--- config.mk ---
export PLATFORM = sky130hd
export DESIGN_NAME = instructionDecoder_flat
export DESIGN_NICKNAME = d
export VERILOG_FILES = /design/src/logic/cpuIsaPkg.sv /design/src/logic/decodeIf.sv /design/src/logic/instructionDecoder.sv /design/src/flat_wrapper.sv
export SDC_FILE = /design/constraint.sdc
export NUM_CORES = 1
export LEC_CHECK = 0
export ABC_AREA = 0
export BUFFER_PORTS_ARGS = -buffer_cell sky130_fd_sc_hd__buf_2
export CORE_MARGIN = 5
export CORE_UTILIZATION = 40
export DETAILED_ROUTE_END_ITERATION = 16
export PLACE_DENSITY = 0.78
export SYNTH_ARGS = -nofsm -noshare
export SYNTH_HDL_FRONTEND = slang
export SYNTH_SLANG_ARGS = --single-unit
--- constraint.sdc ---
create_clock -name clock -period 1.6 [get_ports clock]
set_input_delay 0.08 -clock clock [delete_from_list [all_inputs] [get_ports clock]]
set_output_delay 0.08 -clock clock [all_outputs]
set_load 0.02 [all_outputs]
--- src/logic/cpuIsaPkg.sv ---
`default_nettype none

package cpuIsaPkg;

    localparam int regCount = 64;
    localparam int regIdxWidth = 6;
    localparam logic [regIdxWidth-1:0] linkReg = 6'd63;

    typedef enum logic [5:0] {
        opReg   = 6'd0,
        opAddi  = 6'd1,
        opLoad  = 6'd2,
        opStore = 6'd3,
        opJal   = 6'd4,
        opJr    = 6'd5,
        opBeqz  = 6'd6,
        opBnez  = 6'd7
    } opcodeE;

    typedef enum logic [5:0] {
        fnAdd = 6'd0,
        fnSub = 6'd1,
        fnAnd = 6'd2,
        fnOr  = 6'd3,
        fnXor = 6'd4,
        fnSlt = 6'd5,
        fnMul = 6'd6
    } functE;

    // Register format, bits 7:6 unused
    typedef struct packed {
        opcodeE                 opcode;
        logic [regIdxWidth-1:0] src1;
        logic [regIdxWidth-1:0] src2;
        logic [regIdxWidth-1:0] dest;
        logic [1:0]             spare;
        functE                  funct;
    } regFormT;

    typedef struct packed {
        opcodeE                 opcode;
        logic [regIdxWidth-1:0] src1;
        logic [regIdxWidth-1:0] dest;
        logic [13:0]            imm14;
    } immFormT;

    typedef union packed {
        regFormT regForm;
        immFormT immForm;
    } instrWord;

endpackage

`default_nettype wire

--- src/logic/decodeIf.sv ---
`default_nettype none

interface decodeIf import cpuIsaPkg::*; ();

    logic [regIdxWidth-1:0] src1;
    logic [regIdxWidth-1:0] src2;
    logic [regIdxWidth-1:0] dest;
    logic [31:0]            imm;
    functE                  funct;
    logic                   useImm;
    logic                   isLoad;
    logic                   isStore;
    logic                   isJal;
    logic                   isJr;
    logic                   isBranch;
    logic                   branchOnZero;

    modport source (
        output src1, src2, dest, imm, funct, useImm,
        output isLoad, isStore, isJal, isJr, isBranch, branchOnZero
    );

    // Sequencing only needs the instruction class
    modport control (
        input isLoad, isStore, isJal, isJr, isBranch
    );

    modport datapath (
        input src1, src2, dest, imm, funct, useImm,
        input isLoad, isJal, isJr, isBranch, branchOnZero
    );

endinterface

`default_nettype wire

--- src/logic/instructionDecoder.sv ---
`default_nettype none

module instructionDecoder import cpuIsaPkg::*; (
    input  logic        clock,
    input  logic        rstN,
    input  logic [31:0] instr,
    input  logic        decodeStrobe,
    decodeIf.source     dec
);

    instrWord    word;
    logic [25:0] jumpTarget;

    always_ff @(posedge clock or negedge rstN) begin
        if (!rstN) begin
            word <= '0;
        end else if (decodeStrobe) begin
            word <= instrWord'(instr);
        end
    end

    assign jumpTarget = word[25:0];

    always_comb begin
        // Immediate view is the default, register ops override
        dec.src1         = word.immForm.src1;
        dec.src2         = word.regForm.src2;
        dec.dest         = '0;
        dec.imm          = {{18{word.immForm.imm14[13]}}, word.immForm.imm14};
        dec.funct        = fnAdd;
        dec.useImm       = 1'b1;
        dec.isLoad       = 1'b0;
        dec.isStore      = 1'b0;
        dec.isJal        = 1'b0;
        dec.isJr         = 1'b0;
        dec.isBranch     = 1'b0;
        dec.branchOnZero = 1'b0;
        case (word.regForm.opcode)
            opReg: begin
                dec.dest   = word.regForm.dest;
                dec.funct  = word.regForm.funct;
                dec.useImm = 1'b0;
            end
            opAddi: dec.dest = word.immForm.dest;
            opLoad: begin
                dec.dest   = word.immForm.dest;
                dec.isLoad = 1'b1;
            end
            // Store data register sits in the dest field
            opStore: begin
                dec.src2    = word.immForm.dest;
                dec.isStore = 1'b1;
            end
            opJal: begin
                dec.dest  = linkReg;
                dec.imm   = {{6{jumpTarget[25]}}, jumpTarget};
                dec.isJal = 1'b1;
            end
            opJr: dec.isJr = 1'b1;
            opBeqz: begin
                dec.isBranch     = 1'b1;
                dec.branchOnZero = 1'b1;
            end
            opBnez: dec.isBranch = 1'b1;
            // Unknown opcodes write r0, which is a no-op
            default: dec.dest = '0;
        endcase
    end

endmodule

`default_nettype wire

--- src/flat_wrapper.sv ---
// flat-port wrapper written by rule: the top's interface ports become plain ports
module instructionDecoder_flat import cpuIsaPkg::*;
  (clock, rstN, instr, decodeStrobe, dec_src1, dec_src2, dec_dest, dec_imm, dec_funct, dec_useImm, dec_isLoad, dec_isStore, dec_isJal, dec_isJr, dec_isBranch, dec_branchOnZero);
  decodeIf dec_i ();
  input  logic clock;
  input  logic rstN;
  input  logic [31:0] instr;
  input  logic decodeStrobe;
  output wire logic [$bits(dec_i.src1)-1:0] dec_src1;
  output wire logic [$bits(dec_i.src2)-1:0] dec_src2;
  output wire logic [$bits(dec_i.dest)-1:0] dec_dest;
  output wire logic [$bits(dec_i.imm)-1:0] dec_imm;
  output wire logic [$bits(dec_i.funct)-1:0] dec_funct;
  output wire logic [$bits(dec_i.useImm)-1:0] dec_useImm;
  output wire logic [$bits(dec_i.isLoad)-1:0] dec_isLoad;
  output wire logic [$bits(dec_i.isStore)-1:0] dec_isStore;
  output wire logic [$bits(dec_i.isJal)-1:0] dec_isJal;
  output wire logic [$bits(dec_i.isJr)-1:0] dec_isJr;
  output wire logic [$bits(dec_i.isBranch)-1:0] dec_isBranch;
  output wire logic [$bits(dec_i.branchOnZero)-1:0] dec_branchOnZero;
  assign dec_src1 = dec_i.src1;
  assign dec_src2 = dec_i.src2;
  assign dec_dest = dec_i.dest;
  assign dec_imm = dec_i.imm;
  assign dec_funct = dec_i.funct;
  assign dec_useImm = dec_i.useImm;
  assign dec_isLoad = dec_i.isLoad;
  assign dec_isStore = dec_i.isStore;
  assign dec_isJal = dec_i.isJal;
  assign dec_isJr = dec_i.isJr;
  assign dec_isBranch = dec_i.isBranch;
  assign dec_branchOnZero = dec_i.branchOnZero;
  instructionDecoder u_core (.clock(clock), .rstN(rstN), .instr(instr), .decodeStrobe(decodeStrobe), .dec(dec_i));
endmodule
==> run metrics <==
clock tree buffer depth=2; Synth Warn #=0; Port Buffers=97; crit path time final=2.02 ns; WP data arrival=1.94 ns; Setup crit end kind=primary output; vias in the first global route=1428; largest net degree at the start of global routing=33; Biggest register=u_core.word; M1 WL=1660 µm; FILL cells=369; GRT Resource Usage Total=0.153; Synth top cells by count=buf_4, dfrtp_1, mux2_2, a21o_1, and3_1; Via-to-Cell Ratio=5.00; fraction of layout cells with a size suffix above 1=0.730; DRT Wirelength=4390 µm; top flop regs=u_core.word (32); Die H=76.3 µm; Post-Syn Instances=145; Post-synth ARST share=1.00; Clk pin slew, worst setup/hold paths=0.06 ns; Met2 Wirelength=2250 µm; area leader, netlist=dfrtp_1; die area=5820 µm²; endpoints failing setup=36; multi-input logic area=727 µm²; RSZ-0062 raised after global routing=yes; Seq. cell area=802 µm²; Mean Syn Cell Area=12.1 µm²; DR vias=1369; Leakage Power=1.25 nW; Final Core Density=0.561; Area growth syn-to-layout=37.1%; pwr dens=910 nW/µm²; number of synthesized flops with an enable pin=0; placed cell area=2130 µm²; max reg flops=32; io pins=98; Rows=24; Routed Antenna Nets=0; Peak VDD IR=0.359 mV; Cell variety after synth=22; Post-Syn Nets=180; # DRC=0; Die Wd=76.3 µm; worst endpoint required time=1.52 ns; first-pass GRT wire length=7240 µm; most used flip-flop cell after synthesis=dfrtp_1; Max-slew headroom=0.520; # clock sinks=32; Final Slew Violations=0; core area=4290 µm²; antenna cells=0; routed wl met3=404 µm; top cell type's share of synthesized area=0.456; final hold violations=0; Final Cell Area=2410 µm²; Pre-antenna DRT Iters=4; Initial Util=0.409; Root Buffer=clkbuf_8; CTS buffer count=5; Worst-Skew Late Latency=0.28 ns; Post-DP HPWL=3290 µm; Seq cells post-synth=32; Startpoint Class=flip-flop; failing checks=setup timing; final setup margin=-0.416 ns; Post-Syn Area=1760 µm²; sequential area share after synthesis=0.456; type of the worst min-delay path=in2reg; setup TNS=-9.49 ns; Max FO, Critical Path=7; routed len/inst=16.0 µm; Slew @ Worst Pin=0.719 ns; status=finished with violations; uppermost layer routed=met4; Max Clock Freq=0.496 GHz; initial DRC count=41; crit path kind=reg2out; global route overflow=0; initial antenna violation count=0; CTS tree=yes; H-Tree Level Count=2; Max Cap Violations=0; Tcrit/Tclk final=1.26; top post-synthesis cells by area=dfrtp_1, mux2_2, buf_4, a21o_1, a221o_2; GPL Wtd Cong=0.776; Setup Skew=0 ns; Final Net Count=257
==> stage by stage <==
stage	cells	hold slack (ns)	worst slack, ns	total power, mW
after floorplan	145	-0.216	-0.138	1.44
after global placement	264	0.164	-0.0972	1.55
after detailed placement	264	0.174	-0.136	1.56
after CTS	272	0.0200	-0.406	2.19
after global routing	274	0.0197	-0.492	2.30
final	274	0.0282	-0.416	2.19
==> worst max-delay path, stage by stage (launching register included) <==
cell and delay [ns]:
dfrtp_2 0.42, or4_4 0.59, nor3_4 0.30, a221o_2 0.23
buf_6 0.11
==> cell families after synthesis <==
kind of cell,Yosys count,synth area share
and+or+nand+nor,21,0.0854
DFF,32,0.456
buffers and inverters,40,0.158
AOI/OAI and AO/OA,21,0.102
muxes,31,0.199
==> metal layers <==
metal | GRT usage | vias up
met4 | 0.0699 | 0
met1 | 0.164 | 665
met2 | 0.258 | 62
met3 | 0.0662 | 8
li1 | - | 634
met5 | 0 | -
==> power by group <==
group          internal, mW  leakage [nW]  switching (mW)  total [mW]
logic                 0.305         0.832           0.348       0.653
clock network         0.295        0.0410           0.274       0.568
registers             0.891         0.374          0.0793       0.971
total                  1.49          1.25           0.701        2.19
==> layout make-up <==
class                      instances  share of cell area
tap                               52              0.0270
inverter                           2             0.00312
multi-input combinational         73               0.302
clock buffer                       6              0.0301
sequential                        32               0.333
clock inverter                     1             0.00208
timing repair buffer             108               0.303
==> path summary, 6_finish.rpt <==
kind / start / to / slack, ns / depth (start not counted)
setup / recovery: u_core.word[29] / dec_dest[2] / -0.42 / 4
hold / removal: instr[1] / u_core.word[1] / 0.03 / 2
setup reg to reg: u_core.word[27] / u_core.word[27] / 0.66 / 1
hold reg to reg: u_core.word[6] / u_core.word[6] / 0.51 / 1
max in group asynchronous: rstN / u_core.word[29] / 0.71 / 2
min in group asynchronous: rstN / u_core.word[14] / 0.39 / 2
==> cells in the final DEF, fill, tap and decap left out, types with 2 or more instances in the layout <==
cell and count:
dfrtp_1 31, a21o_2 2, nor3_4 2, nor2_1 2, buf_2 73, nand2b_1 2, a221o_2 6, a21o_1 9
mux2_2 31, and3_1 7, buf_4 12, buf_12 2, buf_6 20, clkbuf_8 5, inv_1 2, nor2_4 2
==> repair_timing <==
item	CTS	global route
setup endpoints to repair	37	37
gates resized for setup	48	5
hold buffers	1	0
gates cloned	0	0
buffers inserted	0	2
endpoints found under the hold margin	32	0
pin swaps	9	8
No activity file was read; power rests on OpenSTA's default activity.
