--- config.mk ---
export PLATFORM = sky130hd
export DESIGN_NAME = controlUnit_flat
export DESIGN_NICKNAME = d
export VERILOG_FILES = /design/src/logic/cpuIsaPkg.sv /design/src/logic/cpuCtrlPkg.sv /design/src/logic/decodeIf.sv /design/src/logic/controlUnit.sv /design/src/flat_wrapper.sv
export SDC_FILE = /design/constraint.sdc
export NUM_CORES = 1
export LEC_CHECK = 0
export BUFFER_PORTS_ARGS = -buffer_cell sky130_fd_sc_hd__buf_2
export CELL_PAD_IN_SITES_DETAIL_PLACEMENT = 1
export CELL_PAD_IN_SITES_GLOBAL_PLACEMENT = 2
export CORE_ASPECT_RATIO = 1.2
export CORE_MARGIN = 10
export CORE_UTILIZATION = 18
export CTS_CLUSTER_DIAMETER = 50
export DETAILED_ROUTE_END_ITERATION = 8
export PLACE_DENSITY_LB_ADDON = 0.25
export SLEW_MARGIN = 20
export SYNTH_ARGS = -nofsm -noshare
export SYNTH_HDL_FRONTEND = slang
export SYNTH_SLANG_ARGS = --single-unit
--- constraint.sdc ---
create_clock -name clock -period 1.11 [get_ports clock]
set_clock_uncertainty 0.05 [all_clocks]
set_input_delay 0.0555 -clock clock [delete_from_list [all_inputs] [get_ports clock]]
set_output_delay 0.0555 -clock clock [all_outputs]
set_load 0.05 [all_outputs]
--- src/logic/cpuIsaPkg.sv ---
`default_nettype none

package cpuIsaPkg;

    localparam int regCount = 64;
    localparam int regIdxWidth = 6;
    localparam logic [regIdxWidth-1:0] linkReg = 6'd63;

    typedef enum logic [5:0] {
        opReg   = 6'd0,
        opAddi  = 6'd1,
        opLoad  = 6'd2,
        opStore = 6'd3,
        opJal   = 6'd4,
        opJr    = 6'd5,
        opBeqz  = 6'd6,
        opBnez  = 6'd7
    } opcodeE;

    typedef enum logic [5:0] {
        fnAdd = 6'd0,
        fnSub = 6'd1,
        fnAnd = 6'd2,
        fnOr  = 6'd3,
        fnXor = 6'd4,
        fnSlt = 6'd5,
        fnMul = 6'd6
    } functE;

    // Register format, bits 7:6 unused
    typedef struct packed {
        opcodeE                 opcode;
        logic [regIdxWidth-1:0] src1;
        logic [regIdxWidth-1:0] src2;
        logic [regIdxWidth-1:0] dest;
        logic [1:0]             spare;
        functE                  funct;
    } regFormT;

    typedef struct packed {
        opcodeE                 opcode;
        logic [regIdxWidth-1:0] src1;
        logic [regIdxWidth-1:0] dest;
        logic [13:0]            imm14;
    } immFormT;

    typedef union packed {
        regFormT regForm;
        immFormT immForm;
    } instrWord;

endpackage

`default_nettype wire

--- src/logic/cpuCtrlPkg.sv ---
`default_nettype none

package cpuCtrlPkg;

    // Word address width of the program counter
    localparam int pcWidthDefault = 26;

    localparam int statusWidth = 3;

    // Encodings double as the status output
    typedef enum logic [statusWidth-1:0] {
        stFetch   = 3'd0,
        stDecode  = 3'd1,
        stExecute = 3'd2,
        stMemory  = 3'd3,
        stWrite   = 3'd4
    } ctrlStateE;

endpackage

`default_nettype wire

--- src/logic/decodeIf.sv ---
`default_nettype none

interface decodeIf import cpuIsaPkg::*; ();

    logic [regIdxWidth-1:0] src1;
    logic [regIdxWidth-1:0] src2;
    logic [regIdxWidth-1:0] dest;
    logic [31:0]            imm;
    functE                  funct;
    logic                   useImm;
    logic                   isLoad;
    logic                   isStore;
    logic                   isJal;
    logic                   isJr;
    logic                   isBranch;
    logic                   branchOnZero;

    modport source (
        output src1, src2, dest, imm, funct, useImm,
        output isLoad, isStore, isJal, isJr, isBranch, branchOnZero
    );

    // Sequencing only needs the instruction class
    modport control (
        input isLoad, isStore, isJal, isJr, isBranch
    );

    modport datapath (
        input src1, src2, dest, imm, funct, useImm,
        input isLoad, isJal, isJr, isBranch, branchOnZero
    );

endinterface

`default_nettype wire

--- src/logic/controlUnit.sv ---
`default_nettype none

module controlUnit import cpuCtrlPkg::*; (
    input  logic                   clock,
    input  logic                   rstN,
    decodeIf.control               dec,
    input  logic                   instrDone,
    input  logic                   loadDone,
    input  logic                   storeDone,
    input  logic                   aluDone,
    input  logic                   condMet,
    output logic                   instrRead,
    output logic                   dataRead,
    output logic                   dataWrite,
    output logic                   decodeStrobe,
    output logic                   aluStart,
    output logic                   regWrite,
    output logic                   pcStep,
    output logic                   pcLoad,
    output logic [statusWidth-1:0] status
);

    ctrlStateE state;
    logic      takeJump;
    logic      writesReg;
    logic      memFinished;

    assign takeJump    = dec.isJal || dec.isJr || (dec.isBranch && condMet);
    assign writesReg   = !(dec.isStore || dec.isJr || dec.isBranch);
    assign memFinished = (dataRead && loadDone) || (dataWrite && storeDone);

    // Requests are registered so they stay low through reset
    always_ff @(posedge clock or negedge rstN) begin
        if (!rstN) begin
            state     <= stFetch;
            instrRead <= 1'b0;
            dataRead  <= 1'b0;
            dataWrite <= 1'b0;
            aluStart  <= 1'b0;
        end else begin
            aluStart <= 1'b0;
            case (state)
                stFetch: begin
                    if (instrRead && instrDone) begin
                        instrRead <= 1'b0;
                        state     <= stDecode;
                    end else begin
                        instrRead <= 1'b1;
                    end
                end
                stDecode: begin
                    aluStart <= 1'b1;
                    state    <= stExecute;
                end
                stExecute: begin
                    if (aluDone) begin
                        if (dec.isLoad) begin
                            dataRead <= 1'b1;
                            state    <= stMemory;
                        end else if (dec.isStore) begin
                            dataWrite <= 1'b1;
                            state     <= stMemory;
                        end else begin
                            state <= stWrite;
                        end
                    end
                end
                stMemory: begin
                    if (memFinished) begin
                        dataRead  <= 1'b0;
                        dataWrite <= 1'b0;
                        state     <= stWrite;
                    end
                end
                stWrite: begin
                    instrRead <= 1'b1;
                    state     <= stFetch;
                end
                default: state <= stFetch;
            endcase
        end
    end

    assign decodeStrobe = (state == stDecode);
    assign regWrite     = (state == stWrite) && writesReg;
    assign pcLoad       = (state == stWrite) && takeJump;
    assign pcStep       = (state == stWrite) && !takeJump;
    assign status       = state;

endmodule

`default_nettype wire

--- src/flat_wrapper.sv ---
// flat-port wrapper written by rule: the top's interface ports become plain ports
module controlUnit_flat import cpuCtrlPkg::*;
  (clock, rstN, instrDone, loadDone, storeDone, aluDone, condMet, instrRead, dataRead, dataWrite, decodeStrobe, aluStart, regWrite, pcStep, pcLoad, status, dec_isLoad, dec_isStore, dec_isJal, dec_isJr, dec_isBranch);
  decodeIf dec_i ();
  input  logic clock;
  input  logic rstN;
  input  logic instrDone;
  input  logic loadDone;
  input  logic storeDone;
  input  logic aluDone;
  input  logic condMet;
  output logic instrRead;
  output logic dataRead;
  output logic dataWrite;
  output logic decodeStrobe;
  output logic aluStart;
  output logic regWrite;
  output logic pcStep;
  output logic pcLoad;
  output logic [statusWidth-1:0] status;
  input wire logic [$bits(dec_i.isLoad)-1:0] dec_isLoad;
  input wire logic [$bits(dec_i.isStore)-1:0] dec_isStore;
  input wire logic [$bits(dec_i.isJal)-1:0] dec_isJal;
  input wire logic [$bits(dec_i.isJr)-1:0] dec_isJr;
  input wire logic [$bits(dec_i.isBranch)-1:0] dec_isBranch;
  assign dec_i.isLoad = dec_isLoad;
  assign dec_i.isStore = dec_isStore;
  assign dec_i.isJal = dec_isJal;
  assign dec_i.isJr = dec_isJr;
  assign dec_i.isBranch = dec_isBranch;
  controlUnit u_core (.clock(clock), .rstN(rstN), .dec(dec_i), .instrDone(instrDone), .loadDone(loadDone), .storeDone(storeDone), .aluDone(aluDone), .condMet(condMet), .instrRead(instrRead), .dataRead(dataRead), .dataWrite(dataWrite), .decodeStrobe(decodeStrobe), .aluStart(aluStart), .regWrite(regWrite), .pcStep(pcStep), .pcLoad(pcLoad), .status(status));
endmodule
==> impl_metrics.csv <==
group,metric,value,unit
setup_path,reg2reg_depth,5,
sta,worstMarginPinSlew,0.288,ns
status,status,"finished, violations left",
yosys,yosysUniqueCellTypes,24,
global_routing,antenna_found_initial,0,
hold_path,hold_path.class,"input pin to flop",
setup_path,worstSetupPathType,"flop to output pin",
detailed_routing,dr.pass1.iters,2,
yosys,yosysSeqAreaShare,0.465,
sta,fin_crit,1.34,ns
die,die_h,70.1,um
sta,relSlewSlack,0.807,
hold_path,holdPathStages,4,
setup_path,path_delay_family,"flip-flops",
setup_path,startpoint_type,"flop",
clocking,cts_root_buf,"clkbuf_4",
sta,whs,0.107,ns
clocking,cts_buffers,3,
detailed_routing,wl_per_cell,15.1,um
global_routing,grt_pass1_wl,2.47,mm
yosys,synth_edf_count,0,
layout,register_area,181,um^2
status,violations,"setup timing",
yosys,synth_top_area_frac,0.465,
clocking,clk_pin_slew_worst_paths,0.05,ns
detailed_routing,drtIter0Drc,2,
yosys,synth-seq-cells,7,
place,hpwlAfterDp,1.12,mm
die,ios,23,
detailed_routing,vias_per_cell,4.58,
yosys,avgSynthCellArea,8.97,um^2
detailed_routing,route.detailed.drc,0,
global_routing,grt_pass1_vias,509,
clocking,clock_sinks,7,
global_routing,grtUsageTotal,0.0759,
setup_path,crit_buf_inv,1,
setup_path,crit_slowest_cell,"dfrtp_2",
sta,clock.fmax,0.748,GHz
sta,slew_viol_final,0,
yosys,postSynth.asyncResetShare,1.00,
layout,area_delta_synth_final,113,%
yosys,synthFlopType,"dfrtp_1",
yosys,netlist_top_cells_count,"dfrtp_1, nor2_1, a21oi_1, nand2_1, o21ai_0",
die,row_count,18,
sta,final-hold-violation-count,0,
place,numPortBuffers,22,
layout,diodes,0,
setup_path,cp_max_fo,2,
die,dieArea,4330,um^2
global_routing,grt_overflow_total,0,
setup_path,crit_required,1.00,ns
clocking,clk_path_buf_depth,2,
die,die_width,61.8,um
pwr,vdd_drop_max,1630,uV
yosys,syn_area,377,um^2
die,core_area,2030,um^2
sta,setup_viol,9,
run,cap_viol_max_count,0,
setup_path,endpoint_kind,"output pin",
detailed_routing,wirelength,1.51,mm
clocking,htreeDepth,1,
clocking,tritoncts,"done",
place,routabilityCongestion,0.650,
pwr,powerDensity,3090,nW/um^2
sta,rsz0062_at_grt,"yes",
pwr,total_power,2.48,mW
detailed_routing,ant_nets,0,
setup_path,max_stage_delay,0.42,ns
clocking,worstSkewPairLatency,0.26,ns
sta,setup_slack,-0.227,ns
layout,layout.nets,93,
layout,multi_input_area,254,um^2
setup_path,crit_arrival,1.23,ns
setup_path,cp.depth,4,
yosys,synth_area_leaders,"dfrtp_1, nor2_1, a21oi_1",
global_routing,grt_max_degree,9,
yosys,synth.largest_area_cell,"dfrtp_1",
setup_path,path_cells,"nor2_4 -> nand2_2 -> nor4_4 -> buf_6",
layout,drive_gt1_frac,0.700,
yosys,ys_warn_count,0,
yosys,synthCells,42,
detailed_routing,vias,458,
die,start_util,0.186,
layout,fill_cells,251,
sta,min_period_over_period,1.20,
yosys,synth.net_count,54,
pwr,p_leak,0.362,nW
## metrics by stage
| stage | std cells | setup slack (ns) | setup TNS (ns) | util | instance area [um^2] |
|---|---|---|---|---|---|
| after floorplan | 42 | -0.463 | -1.81 | - | 438 |
| after global placement | 90 | -0.0981 | -0.313 | 0.306 | 621 |
| after detailed placement | 90 | -0.112 | -0.365 | 0.306 | 621 |
| after CTS | 99 | -0.241 | -1.44 | 0.380 | 769 |
| after global routing | 100 | -0.303 | -1.94 | 0.395 | 801 |
| final | 100 | -0.227 | -1.29 | 0.395 | 801 |
## power by group
group	total, mW	switching, mW	internal (mW)
Clock	0.238	0.100	0.138
Combinational	1.74	0.950	0.792
Sequential	0.495	0.117	0.378
## worst min-delay path: stages
cell and delay (ns):
buf_2 0.07, nand2_1 0.07, nor2_1 0.10, a21oi_1 0.07
## what timing repair did
item,CTS,global route
hold buffers,1,0
pin swaps,6,3
gates resized for setup,25,6
endpoints found under the hold margin,7,0
endpoints found under the setup margin,12,13
setup buffers,4,1
## layer usage
layer,global-route usage,wire length [um]
met5,0,0
met4,0.0224,9
met3,0.0506,148
met2,0.115,752
met1,0.0824,597
## cells in the final DEF, fill, tap and decap left out, types with 2 or more instances in the layout
| cell type | n |
|---|---|
| dfrtp_2 | 5 |
| buf_8 | 3 |
| buf_4 | 7 |
| o21ai_1 | 4 |
| a21oi_1 | 2 |
| nand2_2 | 2 |
| clkbuf_4 | 3 |
| nor2_2 | 2 |
| dfrtp_1 | 2 |
| buf_6 | 10 |
| buf_2 | 14 |
| nor2_1 | 5 |
## final timing paths
check	start	endpoint	slack, ns
worst max register to register	u_core.status[1]	u_core.dataWrite	-0.15
worst max-delay path	u_core.status[0]	regWrite	-0.23
min in group asynchronous	rstN	u_core.status[1]	0.13
worst min register to register	u_core.instrRead	u_core.instrRead	0.51
max in group asynchronous	rstN	u_core.status[0]	0.70
worst min-delay path	instrDone	u_core.instrRead	0.11
## cell type report
cell class / instances / area share
clock buffer: 4 / 0.0328
inverter: 1 / 0.00469
multi-input combinational: 32 / 0.317
sequential: 7 / 0.227
tap: 20 / 0.0313
timing repair buffer: 36 / 0.388
## cell families after synthesis
kind of cell,Yosys count,synth area share
mux,1,0.0299
simple gates,18,0.239
buf+inv,3,0.0498
flops,7,0.465
compound gates,13,0.216
## state kept, by name, indices dropped and copies added, names as in the netlist
name / flops
u_core.status: 3
u_core.aluStart: 1
u_core.dataRead: 1
u_core.dataWrite: 1
u_core.instrRead: 1
Note: power is estimated with default switching activity, not from simulation.
