===== config.mk =====
export PLATFORM = sky130hd
export DESIGN_NAME = programCounter
export DESIGN_NICKNAME = d
export VERILOG_FILES = /design/src/logic/cpuCtrlPkg.sv /design/src/logic/programCounter.sv
export SDC_FILE = /design/constraint.sdc
export NUM_CORES = 1
export LEC_CHECK = 0
export BUFFER_PORTS_ARGS = -buffer_cell sky130_fd_sc_hd__clkbuf_2
export CAP_MARGIN = 20
export CORE_MARGIN = 4
export CORE_UTILIZATION = 45
export CTS_CLUSTER_DIAMETER = 120
export DETAILED_ROUTE_END_ITERATION = 8
export PLACE_DENSITY = 0.71
export SLEW_MARGIN = 30
export SYNTH_ARGS = -nofsm -noshare
export SYNTH_HDL_FRONTEND = slang
export SYNTH_SLANG_ARGS = --single-unit

===== constraint.sdc =====
create_clock -name clock -period 2.8 [get_ports clock]
set_input_delay 0.42 -clock clock [delete_from_list [all_inputs] [get_ports clock]]
set_output_delay 0.42 -clock clock [all_outputs]
set_load 0.02 [all_outputs]

===== src/logic/cpuCtrlPkg.sv =====
`default_nettype none

package cpuCtrlPkg;

    // Word address width of the program counter
    localparam int pcWidthDefault = 26;

    localparam int statusWidth = 3;

    // Encodings double as the status output
    typedef enum logic [statusWidth-1:0] {
        stFetch   = 3'd0,
        stDecode  = 3'd1,
        stExecute = 3'd2,
        stMemory  = 3'd3,
        stWrite   = 3'd4
    } ctrlStateE;

endpackage

`default_nettype wire


===== src/logic/programCounter.sv =====
`default_nettype none

module programCounter import cpuCtrlPkg::*; #(
    parameter int pcWidth = pcWidthDefault
) (
    input  logic               clock,
    input  logic               rstN,
    input  logic               pcStep,
    input  logic               pcLoad,
    input  logic [pcWidth-1:0] nextPc,
    output logic [pcWidth-1:0] pc
);

    // Load wins over step, wraps at pcWidth
    always_ff @(posedge clock or negedge rstN) begin
        if (!rstN) begin
            pc <= '0;
        end else if (pcLoad) begin
            pc <= nextPc;
        end else if (pcStep) begin
            pc <= pc + 1'b1;
        end
    end

endmodule

`default_nettype wire


==> reports/summary.md, run 1 <==
Summed over all failing endpoints, the final setup total negative slack is 0 ps. In this run the count of I/O pins placed on the die edge is 56. Setup violations remaining at the end of the flow were counted as 0. The initial antenna violation count is 0, and the number of warnings issued by yosys is 0. The final clock period utilization by the worst path is 0.789. The tools report the timing endpoint of the critical path as pc[22]. The number of flip-flops in the largest register was 26; the final clock skew was 7.80 ps. STA classifies the critical path endpoint as a flip-flop. The logs give 0.316 mV for the maximum resistive drop on vdd and 0 for the remaining antenna violation count.

Clock period minus final worst setup slack: 2210 ps. After legalization and detailed placement, the total HPWL measured 2.94 mm. The depth of the worst register-to-register path was 5; the cell count after synthesis was 172. The die is 66.1 um wide.

The measured slew at the worst slew-check pin is 672 ps. Clock tree synthesis found a total of 26 sinks. In this run the tool buffered the top-level ports with 55 buffer cells. For this run the aggregate overflow at the end of global routing stands at 0. The initial standard-cell utilization of the core is 0.482. The number of max-slew violations in the final report was 0. The clock transition at the registers of the reported paths is 140 ps, and the area taken by multi-input logic gates is 810 um^2. After detailed routing, the number of vias per cell comes to 5.50. The net count of the finished layout is 257.

The logs give 0.185 for the overall fraction of global-route tracks in use and 1520 um^2 for the mapped cell area. The global-route wire length before repair came out at 6.26 mm. The final layout contains routed wiring with a total length of 3.81 mm. Setup repair after global routing left no endpoint under its margin. The filler cell count in the final layout is 321. In this run the critical register-to-register path is launched from pc[0].

CTS placed an instance of clkbuf_4 at the clock tree root. The async set-reset flop share out of synthesis was 1.00; the fraction of met3 tracks used by global routing was 0.0374. The clock reaches the later pin of the worst-skew pair after 330 ps. The placed instances occupy a cell area of 1830 um^2.

The proportion of synthesized chip area in sequential cells was 0.428; the maximum clock insertion buffer count was 2. The per-instance average area after synthesis works out to 8.84 um^2. In this run, the number of DRC markers left after iteration 0 of detailed routing was 95.

For the peak clock frequency supported by timing, the log shows 453 MHz. Counting the buffers created by CTS gives 3. In the final layout, the registers with the most flip-flops are pc (26). The top-area cell type share of the netlist area works out to 0.428. The area growth from synthesis to layout works out to 21.7%. The number of hold buffers added after CTS was 0. The floorplan step defined a die boundary enclosing 4370 um^2. The met1 global-route usage is 0.240, and the standby leakage power is 0.796 nW.

Power per standard cell area: 461 nW/um^2. The floorplan step set the die height to 66.1 um. After global routing, the most crowded layer is met2. The path type of the worst setup path was flip-flop to flip-flop.

The run gives 45 as the largest net degree at the start of global routing. After synthesis, the cell types taking the most area are dfrtp_1, o21ai_0, nand2_1. The synthesized design contains 0 enable-type register cells. 0 antenna diodes ended up in the layout.

The run gives 1 as the deepest level of the CTS H-tree. The share of final-layout standard cells stronger than drive strength 1 came out at 0.295. The most used flip-flop cell after synthesis is dfrtp_1.

In the layout the commonest cells are clkbuf_2, dfrtp_1, nand2_1, o21ai_0. The logs give 0 for the post-CTS setup buffer count and 0.301 for the routing usage on met2. When the netlist entered floorplanning its net count stood at 203.

The worst-path maximum fanout was 7. TritonCTS built the clock tree. The flow ran to the end, and the final reports show no timing, DRC or antenna violations.

The sequential cells in the finished layout cover a total of 651 um^2. The worst setup path is launched from a flip-flop. In this run the worst setup path begins at pc[0]. The endpoint identified for the worst register-to-register timing path is pc[22]. The count of cells resized by post-cts repair was 0.

Number of distinct library cells after synthesis: 35. Cell accounting for the most synthesized area: dfrtp_1. The min-delay analysis places its worst path in the category input pin to async pin. For the number of iterations in the first detailed-routing pass, the log shows 4. After floorplanning, the core was divided into 20 placement rows.

Counting flops and latches in the post-synthesis netlist gives 26. Data required time of the worst path: 3060 ps. The logs give 0 for the number of maximum-capacitance violations and 1375 for the number of global-route vias before repair.

The residual DRC count was 0. The signal arrival time at the worst endpoint is 2470 ps, and the count of endpoints failing hold in the final timing report is 0. Total via count in the routed design: 1475. The library cell used most frequently in the layout, excluding fill and tap cells, is clkbuf_2. In this run the standard cell core region covers 3150 um^2. The congestion estimate from routability-driven global placement came to 0.808.

The per-cell routed wire length works out to 14.2 um. The finished cells cover 1850 um^2. The relative max-transition margin is 0.548. The tools report the setup slack of the most critical reg-to-reg path as 590 ps.

Ranked by flip-flop count, first place goes to pc.
[routing by layer]
metal,wire [um],part of all wire
met1,1700,0.45
met4,55,0.014
met2,1850,0.49
met5,0,0
met3,206,0.054
[worst min path at each step]
stage	start	end	slack [ps]	depth (start not counted)
finish	rstN	pc[11]	80	1
global route	rstN	pc[11]	140	1
CTS	rstN	pc[11]	110	1
detailed placement	rstN	pc[11]	480	1
global placement	rstN	pc[11]	470	1
floorplan	rstN	pc[0]	120	0
[cell usage after synthesis, types with 2 or more instances]
library cell	count
nand4_1	9
nand2_1	24
a31oi_1	6
and4_1	2
nor4_1	8
inv_1	4
nor2_1	10
and3_1	2
clkbuf_1	7
xnor2_1	10
o31ai_1	2
a22oi_1	2
or4_1	3
nor3_1	4
nor2b_1	2
nand3_1	9
mux2i_1	4
dfrtp_1	26
o21ai_0	18
xor2_1	5
[metrics by stage]
step                       util  power, mW  hold WS [ps]  std cells  worst slack [ps]
after CTS                 0.587      0.864           109        268               580
after detailed placement  0.580      0.701           484        265               602
after floorplan               -      0.605           124        172               674
after global routing      0.587      0.906           144        268               470
final                     0.587      0.853          83.6        268               590
after global placement    0.580      0.693           472        265               723
[report_power, final]
part / leakage, nW / internal, mW / switching, mW
Sequential: 0.306 / 0.413 / 0.0574
Combinational: 0.477 / 0.0875 / 0.133
Clock: 0.0138 / 0.0506 / 0.111
[critical path, stage by stage (launching register included)]
cell	delay (ps)
dfrtp_1	470
ha_1	240
nand2_1	160
or4_1	580
or4_1	540
a31oi_1	180
[kinds of logic (layout without fill, tap and decap cells)]
| family | count (synthesis) | after routing | share of synthesized area |
|---|---|---|---|
| and+or+nand+nor | 80 | 80 | 0.280 |
| adders and majority gates | 1 | 1 | 0.00823 |
| DFF | 26 | 26 | 0.428 |
| AOI/OAI and AO/OA | 33 | 33 | 0.132 |
| buffers and inverters | 13 | 65 | 0.0395 |
| xor gates and xnor gates | 15 | 15 | 0.0864 |
| muxes | 4 | 4 | 0.0263 |
[area by class of cell]
| class | instances | share of cell area |
|---|---|---|
| multi-input combinational | 133 | 0.437 |
| sequential | 26 | 0.352 |
| timing repair buffer | 58 | 0.161 |
| tap | 44 | 0.0297 |
| clock buffer | 3 | 0.0122 |
| inverter | 4 | 0.00811 |
(Power assumes the default switching activity.)
==> run 2, diff against run 1 <==
--- a/config.mk
+++ b/config.mk
@@ -5,6 +5,7 @@
 export SDC_FILE = /design/constraint.sdc
 export NUM_CORES = 1
 export LEC_CHECK = 0
+export ABC_AREA = 1
 export BUFFER_PORTS_ARGS = -buffer_cell sky130_fd_sc_hd__clkbuf_2
 export CAP_MARGIN = 20
 export CORE_MARGIN = 4
==> constraint.sdc (replaced) <==
create_clock -name clock -period 2 [get_ports clock]
set_input_delay 0.3 -clock clock [delete_from_list [all_inputs] [get_ports clock]]
set_output_delay 0.3 -clock clock [all_outputs]
set_load 0.02 [all_outputs]
==> run 2 against run 1 <==
Against the previous run:
- global-route usage is 0.61 points higher
- worst hold slack worse by 46 ps
- sequential cell count stayed put
- via count is 25% higher
- sequential power is 42% higher
- area after synthesis is 21% higher
- clock skew is 5.6 ps lower
- count of clock-buffer cells in the layout stayed put
- critical endpoint is now pc[20]
==> reports/summary.md, run 2 <==
The run finished with clean final reports. For the overall fraction of global-route tracks in use, the log shows 0.191. The type of element launching the critical path is a flip-flop.

The async set-reset flop share out of synthesis was 1.00. The worst setup path startpoint is pc[1]. The count of nets left with antenna violations once routing finished came out at 0. The final layout net count is 347. The depth of the worst register-to-register path was 8. The largest registers in the layout are pc (26). The count of buffers added on input and output ports is 55. The proportion of synthesized chip area in sequential cells was 0.354. Traced cell by cell, the critical path runs through ha_1 > nand2_2 > nor2_4 > nand2_4 > nor2_4 > nand3_1 > nand3_1 > nand2_1. The top flip-flop cell by instance count after synthesis is dfrtp_1. After detailed routing, the number of remaining DRC violations is 0. Combinational power share: 0.278. In this run the worst hold path is classified as input pin to async pin. The per-instance average area after synthesis works out to 7.10 um^2. The per-cell routed wire length is 13.0 um, and the final global-route overflow total is 0. The maximum clock insertion buffer count came out at 2. Post-CTS timing repair inserted 0 buffers for setup. The antenna diode count is 0, and the largest net degree at the start of global routing is 27. Across all hold checks on the routed design, the worst slack comes to 37.8 ps. The first routing iteration left 93 violations. The deepest level of the CTS H-tree was 1. The endpoint identified for the worst register-to-register timing path is pc[20]. The area growth from synthesis to layout is 20.0%, and the xor-xnor portion of the synthesized cell area is 0.0286. Multiplexer share of the synthesized area: 0. The number of primary I/O pins was 56.

Path type of the worst setup path: flip-flop to flip-flop. STA classifies the critical path endpoint as a flip-flop. The relative max-transition margin is 0.559. After layout, the minimum clock period comes to 1470 ps. Delay of the slowest critical-path stage: 420 ps.

The vertical die dimension was 71.9 um. Sorting the synthesized cells by how often they occur yields nand2_1, nand3_1, inv_1, dfrtp_1, nor2_1. For this block, the via count after detailed routing is 1842. Die area: 5170 um^2.

The number of rows in the core area was 22; the final clock skew was 2.15 ps. The run gives 0.484 as the initial standard-cell utilization of the core. For the count of endpoints failing hold in the final timing report, the log shows 0. For this run, the number of Yosys warnings is 0. Setup violations remaining at the end of the flow were counted as 0.

The cell at the root of the clock tree was clkbuf_8. Setup repair after global routing left no endpoint under its margin. The analysis attributes to cell leakage a power of 1.11 nW. For the setup slack of the most critical reg-to-reg path, the log shows 530 ps. The register ranked first by flip-flop count was pc.

Across the VDD grid, the largest voltage drop is 0.488 mV. Once the clock tree was built, the resizer swapped 0 gates to a different size. For the setup total negative slack, the log shows 0 ps. The number of global-route vias before repair is 1714. The net switching fraction of the power is 0.364, and the sink count of the clock tree is 26. The run gives 0.853 mW as the internal cell power. The measured slew at the worst slew-check pin works out to 661 ps.

The top-area cell type share of the netlist area was 0.354. The share of synthesized cell area in and, or, nand and nor gates was 0.398. Share of final-layout standard cells stronger than drive strength 1: 0.264. Counting every net in the synthesized netlist gives 290. The later pin in the worst-skew pair is clocked with a latency of 270 ps. The first detailed-routing pass took 4 iterations.

TritonCTS built the clock tree. The global-route wire length before repair is 7.96 mm, and the initial antenna violation count is 0. The most common cell after layout, fill and taps aside is nand2_1. The compound-gate portion of the synthesized area was 0.137; the number of distinct library cells after synthesis was 29. The number of maximum-capacitance violations was 0; the number of hold buffers added after CTS was 0. Among all cell types in the netlist, the one instantiated most often is nand2_1. The total routed wirelength is 4.71 mm, and the cell count after synthesis is 259. The wire-length estimate of the detail-placed layout is 3.61 mm. The final clock period utilization by the worst path was 0.735; the data required time of the worst path was 2170 ps. The relative contribution of sequential cells to total power was 0.498; the switching power of the nets was 0.488 mW. The worst register-to-register path begins at pc[1].

The run gives 0 as the number of max-slew violations in the final report. By area the synthesized netlist is led by dfrtp_1, nand2_1, nand3_1. Power per standard cell area: 608 nW/um^2. The number of storage elements in the synthesis netlist was 26.

The congestion estimate from routability-driven global placement came to 0.907. Leaving out fill and tap cells, the most frequent cells in the layout are nand2_1, clkbuf_2, nand3_1, inv_1, dfrtp_1. Summed over all instances, the cell type with the most area after synthesis is dfrtp_1. By area, the combinational part of the netlist is dominated by simple AND/OR/NAND/NOR gates.

The final core utilization was 0.581; the mapped cell area was 1840 um^2. The clock transition at the registers of the reported paths was 90 ps. The horizontal die dimension was 71.9 um. Proportion of power drawn by the clock network: 0.224. The register with the most flip-flops in the layout has 26 of them. The peak clock frequency supported by timing is 680 MHz, and the signal arrival time at the worst endpoint is 1640 ps. Mean number of vias per cell: 5.09. The total area inside the core boundary comes to 3800 um^2. The clock buffer count from CTS came out at 3. In this run, synthesis inferred 0 flip-flops with an integrated enable.

Of all nets on the critical path, the largest fanout is 5. The arithmetic-cell share of the synthesized area counting full adders, half adders and majority gates is 0.00681, and the filler cell count in the final layout is 386. The slowest stage of the critical path is the dfrtp_1 cell.
run 2: cell count changes after synthesis, sizes merged, moves of 5 or more:
cell    previous run  this run
nor2              10        32
o21ai             18         8
inv                4        27
a22oi              2        18
nand2             24        85
a31oi              6         0
nand4             10         1
buf                0         5
nand3              9        34
xnor2             10         1
nor4               8         0
clkbuf             9         2
run 2: area by class of cell:
type | instances | area (um^2) | area share
Multi-Input combinational cell | 199 | 1050 | 0.475
Clock buffer | 3 | 41.3 | 0.0187
Timing Repair Buffer | 59 | 305 | 0.138
Inverter | 27 | 101 | 0.0459
Sequential cell | 26 | 651 | 0.295
Tap cell | 48 | 60.1 | 0.0272
run 2: worst max-delay path by stage:
stage          endpoint  slack [ps]  cells after the start
6_report         pc[20]         530                      8
3_3_place_gp     pc[22]         610                      8
4_1_cts          pc[20]         530                      8
5_1_grt          pc[14]         360                      8
3_5_place_dp     pc[20]         550                      8
2_1_floorplan    pc[20]         520                      8
run 2: power by group through the flow:
stage	Sequential [mW]	Combinational, mW	Clock, mW
floorplan	0.729	0.176	0
global placement	0.675	0.375	0
detailed placement	0.678	0.376	0
CTS	0.667	0.378	0.315
global route	0.680	0.414	0.327
finish	0.668	0.373	0.301
run 2: kinds of logic (layout without fill, tap and decap cells):
group                    count (synthesis)  after routing
AO/OA/AOI/OAI                           36             36
XOR/XNOR                                 6              6
adder cells (fa/ha/maj)                  1              1
buffers and inverters                   34             89
flip-flops                              26             26
AND/OR/NAND/NOR                        156            156
run 2: worst max-delay path, delay by kind of cell, from the launching register on:
family,cells,cell delay (ps)
adders and majority gates,1,210
DFF,1,420
and+or+nand+nor,7,740
run 2: metal layers:
metal,part of all wire,track usage,vias up
met2,0.46,0.315,56
met3,0.070,0.0332,2
li1,-,-,963
met5,0,0,-
met1,0.46,0.263,821
met4,0.0081,0.0397,0
run 2: per-stage QoR:
step / area (um^2) / power, mW / cells / setup WS [ps]
after detailed placement: 2160 / 1.05 / 359 / 548
after global routing: 2210 / 1.42 / 362 / 361
after floorplan: 1840 / 0.904 / 259 / 518
after CTS: 2210 / 1.36 / 362 / 531
after global placement: 2160 / 1.05 / 359 / 611
final: 2210 / 1.34 / 362 / 530
